<file path="config.mk">
export PLATFORM = sky130hd
export DESIGN_NAME = settings_top
export DESIGN_NICKNAME = d
export VERILOG_FILES = /design/src/hdl/settings_pkg.sv /design/src/hdl/ack_generator.sv /design/src/hdl/frame_receiver.sv /design/src/hdl/message_fifo.sv /design/src/hdl/settings_processor.sv /design/src/hdl/settings_top.sv
export SDC_FILE = /design/constraint.sdc
export NUM_CORES = 1
export LEC_CHECK = 0
export BUFFER_PORTS_ARGS = -buffer_cell sky130_fd_sc_hd__buf_4
export CELL_PAD_IN_SITES_DETAIL_PLACEMENT = 1
export CELL_PAD_IN_SITES_GLOBAL_PLACEMENT = 1
export CORE_AREA = 2 2 259 133
export CTS_CLUSTER_SIZE = 30
export DETAILED_ROUTE_END_ITERATION = 7
export DIE_AREA = 0 0 261 135
export PLACE_DENSITY = 0.87
export REMOVE_ABC_BUFFERS = 1
export SYNTH_ARGS = -nofsm -noshare
export SYNTH_HDL_FRONTEND = slang
export SYNTH_SLANG_ARGS = --single-unit
</file>
<file path="constraint.sdc">
create_clock -name clk -period 3.9 [get_ports clk]
set_input_delay 0 -clock clk [delete_from_list [all_inputs] [get_ports clk]]
set_output_delay 0 -clock clk [all_outputs]
set_load 0.01 [all_outputs]
</file>
<file path="src/hdl/settings_pkg.sv">
`default_nettype none

package settings_pkg;

	// Command bytes
	localparam logic [7:0] CMD_VERSION = 8'h76;
	localparam logic [7:0] CMD_QUERY_I2C = 8'h49;
	localparam logic [7:0] CMD_SET_I2C = 8'h69;
	localparam logic [7:0] CMD_QUERY_GPIO = 8'h47;
	localparam logic [7:0] CMD_SET_GPIO = 8'h67;

	// Selector bytes, sent right after the length byte
	localparam logic [7:0] SEL_I2C_SPEED = 8'h63;
	localparam logic [7:0] SEL_I2C_ADDR = 8'h61;
	localparam logic [7:0] SEL_GPIO_LEVEL = 8'h6c;
	localparam logic [7:0] SEL_GPIO_DIR = 8'h64;

	// First byte of every reply frame
	localparam logic [7:0] ACK_CODE = 8'h61;
	localparam logic [7:0] NAK_CODE = 8'h6e;

	// Setting values out of reset
	localparam logic [7:0] I2C_SPEED_RESET = 8'd99;
	localparam logic [15:0] I2C_ADDR_RESET = 16'hFFFF;
	localparam logic [23:0] GPIO_RESET = 24'h000000;

	// Worst case per command is a two byte ACK plus three data bytes
	localparam logic [2:0] RESP_MAX_BYTES = 3'd5;

endpackage

`default_nettype wire

</file>
<file path="src/hdl/ack_generator.sv">
`timescale 1ns/1ns
`default_nettype none

module ack_generator (
	input wire clk,
	input wire rst,
	input wire gen_ack,
	input wire gen_nak,
	input wire [7:0] eid,
	output logic [7:0] ag_data,
	output logic ag_data_latch,
	output logic ag_frame_valid,
	output logic ag_busy
);
	import settings_pkg::*;

	localparam logic [1:0] AG_IDLE = 2'd0;
	localparam logic [1:0] AG_CODE = 2'd1;
	localparam logic [1:0] AG_EID = 2'd2;

	logic [1:0] step;
	logic [7:0] code_q;
	logic [7:0] eid_q;
	logic start;

	assign start = (step == AG_IDLE) && (gen_ack || gen_nak);

	always_ff @(posedge clk) begin
		if (rst) begin
			step <= AG_IDLE;
		end else begin
			case (step)
				AG_IDLE: if (start) step <= AG_CODE;
				AG_CODE: step <= AG_EID;
				default: step <= AG_IDLE;
			endcase
		end
	end

	// NAK wins if both requests show up together
	always_ff @(posedge clk) begin
		if (start) begin
			code_q <= gen_nak ? NAK_CODE : ACK_CODE;
			eid_q <= eid;
		end
	end

	assign ag_data = (step == AG_EID) ? eid_q : code_q;
	assign ag_data_latch = (step == AG_CODE) || (step == AG_EID);
	// Frame valid drops right after the EID byte, which commits the frame
	assign ag_frame_valid = ag_data_latch;
	assign ag_busy = (step != AG_IDLE);

endmodule

`default_nettype wire

</file>
<file path="src/hdl/frame_receiver.sv">
`timescale 1ns/1ns
`default_nettype none

module frame_receiver (
	input wire clk,
	input wire rst,
	input wire [7:0] in_data,
	input wire in_data_valid,
	input wire in_frame_valid,
	output logic [7:0] cmd_byte,
	output logic cmd_start,
	output logic [7:0] pay_data,
	output logic pay_valid
);

	logic last_frame_valid;
	logic frame_rise;

	// The byte on the bus in the rising cycle is the command, valid or not
	assign frame_rise = in_frame_valid && !last_frame_valid;

	always_ff @(posedge clk) begin
		if (rst) begin
			last_frame_valid <= 1'b0;
			cmd_start <= 1'b0;
			pay_valid <= 1'b0;
		end else begin
			last_frame_valid <= in_frame_valid;
			cmd_start <= frame_rise;
			// Command byte never shows up as payload
			pay_valid <= in_frame_valid && in_data_valid && !frame_rise;
		end
	end

	always_ff @(posedge clk) begin
		if (frame_rise) begin
			cmd_byte <= in_data;
		end
		pay_data <= in_data;
	end

endmodule

`default_nettype wire

</file>
<file path="src/hdl/message_fifo.sv">
`timescale 1ns/1ns
`default_nettype none

module message_fifo #(
	parameter int FIFO_DEPTH = 16
) (
	input wire clk,
	input wire rst,
	input wire [7:0] wr_data,
	input wire wr_latch,
	input wire wr_frame_valid,
	input wire out_credit,
	output logic [7:0] out_data,
	output logic out_valid,
	output logic out_last,
	output logic fifo_room,
	output logic fifo_empty
);
	import settings_pkg::*;

	localparam int AW = $clog2(FIFO_DEPTH);
	localparam logic [AW:0] DEPTH = (AW+1)'(FIFO_DEPTH);
	localparam logic [AW:0] PTR_ONE = (AW+1)'(1);
	localparam logic [AW:0] ROOM_MIN = (AW+1)'(RESP_MAX_BYTES);

	logic [7:0] mem [FIFO_DEPTH];
	logic eof [FIFO_DEPTH];

	// Extra pointer bit tells full from empty
	logic [AW:0] wr_ptr, tail_ptr, rd_ptr;
	logic [AW:0] used;
	logic [AW-1:0] last_idx;
	logic last_frame_valid;
	logic [7:0] credits;
	logic wr_ok, commit, send, grant;

	assign used = wr_ptr - rd_ptr;
	assign last_idx = wr_ptr[AW-1:0] - AW'(1);
	assign wr_ok = wr_latch && (used != DEPTH);
	// Falling frame valid closes the frame that was just written
	assign commit = last_frame_valid && !wr_frame_valid && (wr_ptr != tail_ptr);
	// Only committed bytes may leave, one per credit
	assign send = (credits != 8'd0) && (rd_ptr != tail_ptr);
	assign grant = out_credit && ((credits != 8'hFF) || send);

	assign fifo_empty = (wr_ptr == rd_ptr);
	assign fifo_room = (DEPTH - used) >= ROOM_MIN;

	always_ff @(posedge clk) begin
		if (wr_ok) begin
			mem[wr_ptr[AW-1:0]] <= wr_data;
			eof[wr_ptr[AW-1:0]] <= 1'b0;
		end
		if (commit)
			eof[last_idx] <= 1'b1;
		if (send) begin
			out_data <= mem[rd_ptr[AW-1:0]];
			out_last <= eof[rd_ptr[AW-1:0]];
		end
	end

	always_ff @(posedge clk) begin
		if (rst) begin
			wr_ptr <= '0;
			tail_ptr <= '0;
			rd_ptr <= '0;
			last_frame_valid <= 1'b0;
			credits <= 8'd0;
			out_valid <= 1'b0;
		end else begin
			last_frame_valid <= wr_frame_valid;
			if (wr_ok)
				wr_ptr <= wr_ptr + PTR_ONE;
			if (commit)
				tail_ptr <= wr_ptr;
			if (send)
				rd_ptr <= rd_ptr + PTR_ONE;
			out_valid <= send;
			case ({grant, send})
				2'b10: credits <= credits + 8'd1;
				2'b01: credits <= credits - 8'd1;
				default: ;
			endcase
		end
	end

endmodule

`default_nettype wire

</file>
<file path="src/hdl/settings_processor.sv">
`timescale 1ns/1ns
`default_nettype none

module settings_processor #(
	parameter logic [7:0] VERSION_MAJOR = 8'h00,
	parameter logic [7:0] VERSION_MINOR = 8'h02
) (
	input wire clk,
	input wire rst,
	input wire [7:0] cmd_byte,
	input wire cmd_start,
	input wire [7:0] pay_data,
	input wire pay_valid,
	input wire nak_request,
	input wire fifo_room,
	input wire fifo_empty,
	input wire ag_busy,
	input wire [23:0] gpio_read,
	output logic gen_ack,
	output logic gen_nak,
	output logic [7:0] eid,
	output logic [7:0] wr_data,
	output logic wr_latch,
	output logic wr_frame_valid,
	output logic [7:0] i2c_speed,
	output logic [15:0] i2c_addr,
	output logic [23:0] gpio_level,
	output logic [23:0] gpio_direction
);
	import settings_pkg::*;

	// Staging holds every data byte of a reply that follows the ACK
	localparam int STAGE_BITS = 8 * (RESP_MAX_BYTES - 2);

	localparam logic [3:0] S_IDLE = 4'd0;
	localparam logic [3:0] S_EID = 4'd1;
	localparam logic [3:0] S_LEN = 4'd2;
	localparam logic [3:0] S_NAK = 4'd3;
	localparam logic [3:0] S_VER_IN = 4'd4;
	localparam logic [3:0] S_VER_CHK = 4'd5;
	localparam logic [3:0] S_SEL = 4'd6;
	localparam logic [3:0] S_WAIT = 4'd7;
	localparam logic [3:0] S_SEND = 4'd8;
	localparam logic [3:0] S_SET_IN = 4'd9;
	localparam logic [3:0] S_SET_ACK = 4'd10;
	localparam logic [3:0] S_SET_WAIT = 4'd11;

	localparam logic [1:0] T_SPEED = 2'd0;
	localparam logic [1:0] T_ADDR = 2'd1;
	localparam logic [1:0] T_LEVEL = 2'd2;
	localparam logic [1:0] T_DIR = 2'd3;

	logic [3:0] state, next_state;
	logic nak_mode;
	logic [1:0] byte_cnt;
	logic [7:0] cmd_q;
	logic [15:0] version_in;
	logic [STAGE_BITS-1:0] staging;
	logic [1:0] target;
	logic [23:0] level_temp, dir_temp;
	logic cmd_known, is_query;
	logic sel_ok;
	logic [1:0] sel_target, sel_count;
	logic [STAGE_BITS-1:0] query_word;

	assign cmd_known = (cmd_byte == CMD_VERSION) || (cmd_byte == CMD_QUERY_I2C) ||
		(cmd_byte == CMD_SET_I2C) || (cmd_byte == CMD_QUERY_GPIO) ||
		(cmd_byte == CMD_SET_GPIO);
	assign is_query = (cmd_q == CMD_QUERY_I2C) || (cmd_q == CMD_QUERY_GPIO);

	// Selector decode, only looked at while in S_SEL
	always_comb begin
		sel_ok = 1'b0;
		sel_target = T_SPEED;
		sel_count = 2'd1;
		if ((cmd_q == CMD_QUERY_I2C) || (cmd_q == CMD_SET_I2C)) begin
			if (pay_data == SEL_I2C_SPEED) begin
				sel_ok = 1'b1;
			end else if (pay_data == SEL_I2C_ADDR) begin
				sel_ok = 1'b1;
				sel_target = T_ADDR;
				sel_count = 2'd2;
			end
		end else if (pay_data == SEL_GPIO_LEVEL) begin
			sel_ok = 1'b1;
			sel_target = T_LEVEL;
			sel_count = 2'd3;
		end else if (pay_data == SEL_GPIO_DIR) begin
			sel_ok = 1'b1;
			sel_target = T_DIR;
			sel_count = 2'd3;
		end
		// Left aligned so the MSB goes out first
		case (sel_target)
			T_SPEED: query_word = {i2c_speed, 16'h0000};
			T_ADDR: query_word = {i2c_addr, 8'h00};
			T_LEVEL: query_word = gpio_read;
			default: query_word = gpio_direction;
		endcase
	end

	always_comb begin
		next_state = state;
		gen_ack = 1'b0;
		gen_nak = 1'b0;
		case (state)
			S_IDLE: begin
				// No room for a full reply means the command is lost
				if (fifo_room && (nak_request || (cmd_start && cmd_known)))
					next_state = S_EID;
			end
			S_EID: if (pay_valid) next_state = S_LEN;
			S_LEN: begin
				if (pay_valid) begin
					if (nak_mode)
						next_state = S_NAK;
					else if (cmd_q == CMD_VERSION)
						next_state = S_VER_IN;
					else
						next_state = S_SEL;
				end
			end
			S_NAK: begin
				gen_nak = 1'b1;
				next_state = S_IDLE;
			end
			S_VER_IN: if (pay_valid && byte_cnt == 2'd1) next_state = S_VER_CHK;
			S_VER_CHK: begin
				if (version_in == {VERSION_MAJOR, VERSION_MINOR}) begin
					gen_ack = 1'b1;
					next_state = S_IDLE;
				end else begin
					// NAK, then a second frame with our own version
					gen_nak = 1'b1;
					next_state = S_WAIT;
				end
			end
			S_SEL: begin
				if (pay_valid) begin
					if (!sel_ok) begin
						next_state = S_IDLE;
					end else if (is_query) begin
						gen_ack = 1'b1;
						next_state = S_WAIT;
					end else begin
						next_state = S_SET_IN;
					end
				end
			end
			// Frame valid stays low here so the ACK frame gets committed first
			S_WAIT: if (!ag_busy) next_state = S_SEND;
			S_SEND: if (byte_cnt == 2'd1) next_state = S_IDLE;
			S_SET_IN: if (pay_valid && byte_cnt == 2'd1) next_state = S_SET_ACK;
			S_SET_ACK: begin
				gen_ack = 1'b1;
				next_state = S_SET_WAIT;
			end
			// Hold GPIO changes until the ACK has drained out
			S_SET_WAIT: if (!ag_busy && fifo_empty) next_state = S_IDLE;
			default: next_state = S_IDLE;
		endcase
	end

	assign wr_data = staging[STAGE_BITS-1 -: 8];
	assign wr_latch = (state == S_SEND);
	assign wr_frame_valid = (state == S_SEND);

	always_ff @(posedge clk) begin
		if (rst) begin
			state <= S_IDLE;
			nak_mode <= 1'b0;
			byte_cnt <= 2'd0;
			i2c_speed <= I2C_SPEED_RESET;
			i2c_addr <= I2C_ADDR_RESET;
			gpio_level <= GPIO_RESET;
			gpio_direction <= GPIO_RESET;
		end else begin
			state <= next_state;
			if (state == S_IDLE)
				nak_mode <= nak_request;
			case (state)
				S_LEN, S_VER_CHK: byte_cnt <= 2'd2;
				S_VER_IN, S_SET_IN: if (pay_valid) byte_cnt <= byte_cnt - 2'd1;
				S_SEL: byte_cnt <= sel_count;
				S_SEND: byte_cnt <= byte_cnt - 2'd1;
				default: ;
			endcase
			// I2C settings take effect byte by byte
			if (state == S_SET_IN && pay_valid) begin
				if (target == T_SPEED)
					i2c_speed <= pay_data;
				else if (target == T_ADDR)
					i2c_addr <= {i2c_addr[7:0], pay_data};
			end
			if (state == S_SET_WAIT && next_state == S_IDLE) begin
				if (target == T_LEVEL)
					gpio_level <= level_temp;
				else if (target == T_DIR)
					gpio_direction <= dir_temp;
			end
		end
	end

	always_ff @(posedge clk) begin
		if (state == S_IDLE && cmd_start)
			cmd_q <= cmd_byte;
		if (state == S_EID && pay_valid)
			eid <= pay_data;
		if (state == S_VER_IN && pay_valid)
			version_in <= {version_in[7:0], pay_data};
		if (state == S_SEL)
			target <= sel_target;
		if (state == S_VER_CHK)
			staging <= {VERSION_MAJOR, VERSION_MINOR, 8'h00};
		else if (state == S_SEL)
			staging <= query_word;
		else if (state == S_SEND)
			staging <= {staging[STAGE_BITS-9:0], 8'h00};
		if (state == S_SET_IN && pay_valid) begin
			if (target == T_LEVEL)
				level_temp <= {level_temp[15:0], pay_data};
			if (target == T_DIR)
				dir_temp <= {dir_temp[15:0], pay_data};
		end
	end

endmodule

`default_nettype wire

</file>
<file path="src/hdl/settings_top.sv">
`timescale 1ns/1ns
`default_nettype none

module settings_top #(
	parameter logic [7:0] VERSION_MAJOR = 8'h00,
	parameter logic [7:0] VERSION_MINOR = 8'h02,
	parameter int FIFO_DEPTH = 16
) (
	input wire clk,
	input wire rst,
	input wire [7:0] in_data,
	input wire in_data_valid,
	input wire in_frame_valid,
	input wire nak_request,
	output wire [7:0] out_data,
	output wire out_valid,
	output wire out_last,
	input wire out_credit,
	input wire [23:0] gpio_read,
	output wire [7:0] i2c_speed,
	output wire [15:0] i2c_addr,
	output wire [23:0] gpio_level,
	output wire [23:0] gpio_direction
);

	wire [7:0] cmd_byte, pay_data, eid;
	wire cmd_start, pay_valid;
	wire gen_ack, gen_nak;
	wire [7:0] ag_data, proc_wr_data;
	wire ag_data_latch, ag_frame_valid, ag_busy;
	wire proc_wr_latch, proc_wr_frame_valid;
	wire fifo_room, fifo_empty;

	// ACK bytes take the write port, the processor stays off it while busy
	wire [7:0] wr_data = ag_data_latch ? ag_data : proc_wr_data;
	wire wr_latch = ag_data_latch || proc_wr_latch;
	wire wr_frame_valid = ag_frame_valid || proc_wr_frame_valid;

	frame_receiver rx (
		.clk(clk), .rst(rst),
		.in_data(in_data), .in_data_valid(in_data_valid), .in_frame_valid(in_frame_valid),
		.cmd_byte(cmd_byte), .cmd_start(cmd_start),
		.pay_data(pay_data), .pay_valid(pay_valid)
	);

	settings_processor #(
		.VERSION_MAJOR(VERSION_MAJOR),
		.VERSION_MINOR(VERSION_MINOR)
	) proc (
		.clk(clk), .rst(rst),
		.cmd_byte(cmd_byte), .cmd_start(cmd_start),
		.pay_data(pay_data), .pay_valid(pay_valid),
		.nak_request(nak_request), .fifo_room(fifo_room), .fifo_empty(fifo_empty),
		.ag_busy(ag_busy), .gpio_read(gpio_read),
		.gen_ack(gen_ack), .gen_nak(gen_nak), .eid(eid),
		.wr_data(proc_wr_data), .wr_latch(proc_wr_latch), .wr_frame_valid(proc_wr_frame_valid),
		.i2c_speed(i2c_speed), .i2c_addr(i2c_addr),
		.gpio_level(gpio_level), .gpio_direction(gpio_direction)
	);

	ack_generator ag (
		.clk(clk), .rst(rst),
		.gen_ack(gen_ack), .gen_nak(gen_nak), .eid(eid),
		.ag_data(ag_data), .ag_data_latch(ag_data_latch),
		.ag_frame_valid(ag_frame_valid), .ag_busy(ag_busy)
	);

	message_fifo #(
		.FIFO_DEPTH(FIFO_DEPTH)
	) mf (
		.clk(clk), .rst(rst),
		.wr_data(wr_data), .wr_latch(wr_latch), .wr_frame_valid(wr_frame_valid),
		.out_credit(out_credit),
		.out_data(out_data), .out_valid(out_valid), .out_last(out_last),
		.fifo_room(fifo_room), .fifo_empty(fifo_empty)
	);

endmodule

`default_nettype wire

</file>
Word level (Yosys, flattened, before mapping)
Memories as Yosys holds them, arrays and structs flattened. A register that Yosys moved wholly into a read port is not among the register bits.
Index checks and enable logic that the tools add are counted.
{"block": "word_totals", "mem_count": 2, "rom_bits": 0, "input_bits": 38, "ram_bits": 144, "wordCells": 191, "latch_bits": 0, "output_inout_bits": 82, "ff_bits": 247}
{"memory": "mf.mem", "words": 16, "width": 8, "rd": 1, "rd_clocked_by_memory_dff": 1, "wr": 1, "line": "message_fifo.sv:26", "text": "logic [7:0] mem [FIFO_DEPTH];"}
{"memory": "mf.eof", "words": 16, "width": 1, "rd": 1, "rd_clocked_by_memory_dff": 1, "wr": 1, "line": "message_fifo.sv:27", "text": "logic eof [FIFO_DEPTH];"}
{"block": "op_classes", "bitwise": 2, "order_cmp": 1, "n_mux": 55, "shift": 0, "n_mul": 0, "reduce_logical": 53, "eq_ne": 42, "addsub": 8, "div": 0}
{"operator": "== test 8 x 7 -> 1 bit (second input constant)", "n": 13}
{"operator": "one-hot mux 24 bit (3 select lines)", "n": 1}
{"operator": "two-way mux 4 bit", "n": 14}
{"operator": "two-way mux 24 bit", "n": 2}
{"operator": "one-hot mux 4 bit (11 select lines)", "n": 1}
{"operator": "two-way mux 2 bit", "n": 12}
{"operator": "logical AND 1 bit", "n": 18}
{"operator": "two-way mux 1 bit", "n": 17}
{"operator": "== test 16 x 2 -> 1 bit (second input constant)", "n": 1}
{"operator": "== test 4 x 3 -> 1 bit (second input constant)", "n": 4}
{"operator": "== test 4 bit (second input constant)", "n": 4}
{"operator": "two-way mux 8 bit", "n": 2}
{"operator": "one-hot mux 8 bit (2 select lines)", "n": 1}
{"operator": "logical OR 1 bit", "n": 11}
{"operator": "adder 5 x 1 -> 5 bit (second input constant)", "n": 2}
{"operator": "== test 2 x 1 -> 1 bit (second input constant)", "n": 5}
{"operator": "== test 2 bit (second input constant)", "n": 5}
{"operator": "!= test 5 bit", "n": 2}
{"operator": "AND reduction 2 bit", "n": 5}
{"operator": "adder 8 x 1 -> 8 bit (second input constant)", "n": 1}
{"operator": "== test 4 x 2 -> 1 bit (second input constant)", "n": 2}
{"operator": "zero test 4 bit", "n": 2}
{"operator": "!= test 8 bit (second input constant)", "n": 1}
{"operator": "one-hot mux 2 bit (4 select lines)", "n": 1}
{"operator": "24 further kinds", "n": 34}

Logic depth before layout (Yosys ltp)
{"block": "depth", "ltp_word": 13, "ltp_mapped": 14, "depth_no_buf": 12}

Cells and area by module
From an unflattened synthesis, not the netlist that was laid out.
{"block": "unflattened", "hier_cells": 1308, "hier_area_um2": 16323.2}
{"module": "message_fifo", "cells_per_inst": 539, "area_per_inst_um2": 7758.7, "seq_area_each_um2": 4934.7, "n_inst": 1}
{"module": "settings_processor", "cells_per_inst": 693, "area_per_inst_um2": 7364.6, "seq_area_each_um2": 4524.3, "n_inst": 1}
{"module": "ack_generator", "cells_per_inst": 42, "area_per_inst_um2": 565.5, "seq_area_each_um2": 340.3, "n_inst": 1}
{"module": "frame_receiver", "cells_per_inst": 23, "area_per_inst_um2": 490.5, "seq_area_each_um2": 460.4, "n_inst": 1}
{"module": "settings_top", "cells_per_inst": 11, "area_per_inst_um2": 143.9, "seq_area_each_um2": 0.0, "n_inst": 1}

Worst setup path after synthesis
Ideal clock, no wire load.
{"block": "synth_timing", "kind": "register -> register", "start": "register mf.wr_ptr[0]", "end": "memory mf.mem[2][0], enable pin", "setup_ns": 0.383, "path_stages_with_launch": 12, "t_required_ns": 3.517, "period_less_slack_ns": 3.511, "path_buffers": 2, "t_arrival_ns": 3.128, "setup_slack_ns": 0.389, "cell_sequence": "dfxtp_1 > clkbuf_1 > inv_1 > ha_1 > fa_1 > ha_1 > and3_1 > ha_1 > a21oi_4 > buf_6 > nand2_1 > nor3_1"}
{"block": "synth_between", "elab_chain_cells": 5}
{"element": "start: declaration", "line": "message_fifo.sv:30", "text": "logic [AW:0] wr_ptr, tail_ptr, rd_ptr;"}
{"element": "start signal: assignment", "line": "message_fifo.sv:73", "text": "wr_ptr <= wr_ptr + PTR_ONE;"}
{"element": "subtractor 5 bit", "line": "message_fifo.sv:37", "text": "assign used = wr_ptr - rd_ptr;"}
{"element": "!= test 5 bit", "line": "message_fifo.sv:39", "text": "assign wr_ok = wr_latch && (used != DEPTH);"}
{"element": "logical AND 1 bit", "line": "message_fifo.sv:39"}
{"element": "two-way mux 1 bit", "line": "message_fifo.sv:50", "text": "if (wr_ok) begin"}
{"element": "two-way mux 1 bit (implied by the code)", "line": "message_fifo.sv:51", "text": "mem[wr_ptr[AW-1:0]] <= wr_data;"}
{"element": "end: declaration", "line": "message_fifo.sv:26"}
Several ways; a longest one is shown, not always the timed one.

Worst setup path after layout
{"block": "layout_timing", "start": "register mf.wr_ptr[0]", "end": "memory mf.mem[11][4], enable pin"}
The elaborated chain is that of the path after synthesis.

==> run summary <==
Status = completed
Overall Power = 8.459 mW
Routability Congestion = 0.8700
Most Crowded Layer GR = met2
DRC viols = 0
Mapped cell area = 16,370 um^2
Hpwl dp = 29,690 um
Layout cells sized above 1 = 0.2033
Sw frac = 0.2222
Max-cap violations = 0
Share of the synthesized area in the top cell type = 0.4641
Asr flop ratio synth = 0
Synth area leader = edfxtp_1
Worst Hold Class = in -> reg
Final setup vio count = 0
Fin. Hold Viols = 0
Arrival time worst endpoint = 3.81 ns
Finished Layout Cells = 1,853
Top post-synthesis cells by count = 253 x edfxtp_1, 161 x nand2_1, 141 x dfxtp_1
Lkg Pwr = 6.990 nW
Least-Margin Pin Slew = 1.330 ns
Synthesis-to-layout area growth = 17.37%
Largest net degree at the start of global routing = 61
Pre-Repair DR Iteration Count = 5
P_sw = 1.880 mW
Site Rows = 47
Skew-Pair Late Insertion Delay = 0.55 ns
Critical path data required time = 4.08 ns
Comb pwr share = 0.037
Clock H-tree levels = 2
Int Pwr = 6.579 mW
Initial Util = 0.4989
Seq cells post-synth = 394
Met2 Use GR = 0.5000
Post-Syn Area per Cell = 13.28 um^2
Iter 0 DRT Violations = 1,056
ANT cells = 0
Post-CTS setup buffer count = 0
Vias per cell = 6.154
CTS tree = yes
Global-route met3 utilization = 0.05011
Most common cell in the netlist = edfxtp_1
Vias in the first global route = 12,360
Total Nets Final = 1,447
Post-CTS Hold Buffers = 24
Worst-path fanout max = 11
Rel. slew slack = 0.1083
Initial antenna violation count = 0
Fin util = 0.5855
Vias = 11,400
Wire per inst = 26.85 um
Clk buf depth = 3
Post-synth EDFFs = 253
Register area share after synthesis = 0.6366
Worst vdd ir = 0.2761 mV
Final wirelength = 49,750 um
Max Freq = 275.7 MHz
Largest cells by area after synthesis = edfxtp_1 46%, dfxtp_1 17%, mux4_2 6.2%
Num ports = 120
PwrDens = 440.3 nW/um^2
Place WS = 0.4089 ns
Grt met1 use = 0.3517
All-Layer GR Usage = 0.2879
Core area = 32,810 um^2
Chip width = 261 um
Root buf cell = clkbuf_16
Post-DP Area = 17,810 um^2
Fin crit period = 3.627 ns
Sinks on Clock Net = 394
Design Area, Final = 19,210 um^2
Number of distinct library cells after synthesis = 80
CP Capture Type = flop
Grt ovf = 0
Syn. warnings = 0
Post-CTS sizing = 0
CTS clk-pin slew, worst paths = 0.07 ns
First-pass GRT wire length = 76,180 um
Clock Power Share = 0.423
Placed cell count = 1,763
Sequential share of power = 0.540
RSZ-0062 raised after global routing = false
Synth Flop Type = edfxtp_1
Cells after Synth = 1,233
CP Class = reg -> reg
Post-route ant nets = 0
Startpoint types = flop
Max Slew Vio Count = 0
Final worst slack = 0.2729 ns
Die Ht = 135 um
Period utilization = 0.9300
Clk_skew = 0.02953 ns
Num CTS Buffers = 36
Count of input and output buffers = 119
Die ar. = 35,240 um^2
## flip-flops by register name (all words and copies together), names as in the netlist, 16 cells and up
signal / count
proc.version_in: 16
mf.eof: 16
proc.i2c_addr: 16
mf.mem: 128
proc.gpio_direction: 24
proc.dir_temp: 24
proc.gpio_level: 24
proc.level_temp: 24
proc.staging: 24
## final timing paths
| path | slack (ns) | to | depth (start not counted) | from |
|---|---|---|---|---|
| worst min-delay path | 0.01 | proc.staging[21] | 5 | gpio_read[21] |
| worst min register to register | 0.42 | ag.eid_q[6] | 0 | proc.eid[6] |
| worst max register to register | 0.27 | mf.mem[11][4] | 9 | mf.wr_ptr[0] |
| worst max-delay path | 0.27 | mf.mem[11][4] | 9 | mf.wr_ptr[0] |
## power by group through the flow
stage	sequential [mW]	clock, mW	combinational, mW
2_1_floorplan	4.63	0	0.138
3_3_place_gp	4.65	0	0.260
3_5_place_dp	4.66	0	0.277
4_1_cts	4.56	3.58	0.305
5_1_grt	4.57	3.75	0.333
6_report	4.57	3.58	0.314
## cell families after synthesis
logic type,Yosys count,share of synthesized area
compound gates,164,0.06887
xor+xnor,26,0.01475
fa+ha+maj,25,0.02003
buf+inv,101,0.02752
flops,394,0.6366
mux,140,0.1203
simple gates,383,0.1120
## metrics by stage
step,TNS [ns],hold WS (ns)
4_1_cts,0,0.005351
5_1_grt,0,0.03485
2_1_floorplan,-73.26,0.02772
6_report,0,0.01271
3_5_place_dp,0,0.1166
3_3_place_gp,0,0.1151
## cell type report
type | instances | area [um^2]
Clock inverter | 11 | 92.59
Sequential cell | 394 | 10420
Multi-Input combinational cell | 738 | 5553
Tap cell | 441 | 551.8
Fill cell | 3250 | 13600
Timing Repair Buffer | 177 | 1389
Clock buffer | 55 | 1065
Inverter | 37 | 140.1
## cell usage in the layout, fill, tap and decap left out, drive strengths merged, types with 4 or more instances in the layout
master / count
mux2: 4
nor3: 27
nor4: 8
a211oi: 13
ha: 23
mux4: 45
nand4: 9
and3: 12
a21oi: 47
o32ai: 4
a31oi: 9
o31ai: 7
o22ai: 7
buf: 153
xor2: 15
nand3b: 4
o21ai: 25
dlygate4sd3: 24
clkinv: 9
or4: 5
nand3: 29
nor2: 83
nor2b: 17
dfxtp: 141
nor3b: 4
nand2b: 6
xnor2: 10
a211o: 6
nand2: 162
clkbuf: 55
a221oi: 11
mux2i: 91
inv: 37
o211ai: 6
edfxtp: 253
## per-layer routing
layer | up-vias | part of all wire
met5 | - | 0
met4 | 0 | 0.049
met2 | 592 | 0.50
li1 | 4883 | -
met1 | 5758 | 0.38
met3 | 171 | 0.070
## worst max-delay path, cell delays in order, from the launching register on
cell,delay (ns)
dfxtp_1,0.38
inv_1,0.21
ha_1,0.29
fa_1,0.54
ha_1,0.28
and3_1,0.18
ha_1,0.25
a21oi_4,0.37
nand2_4,0.15
nor2_1,0.61
(Power assumes the default switching activity.)
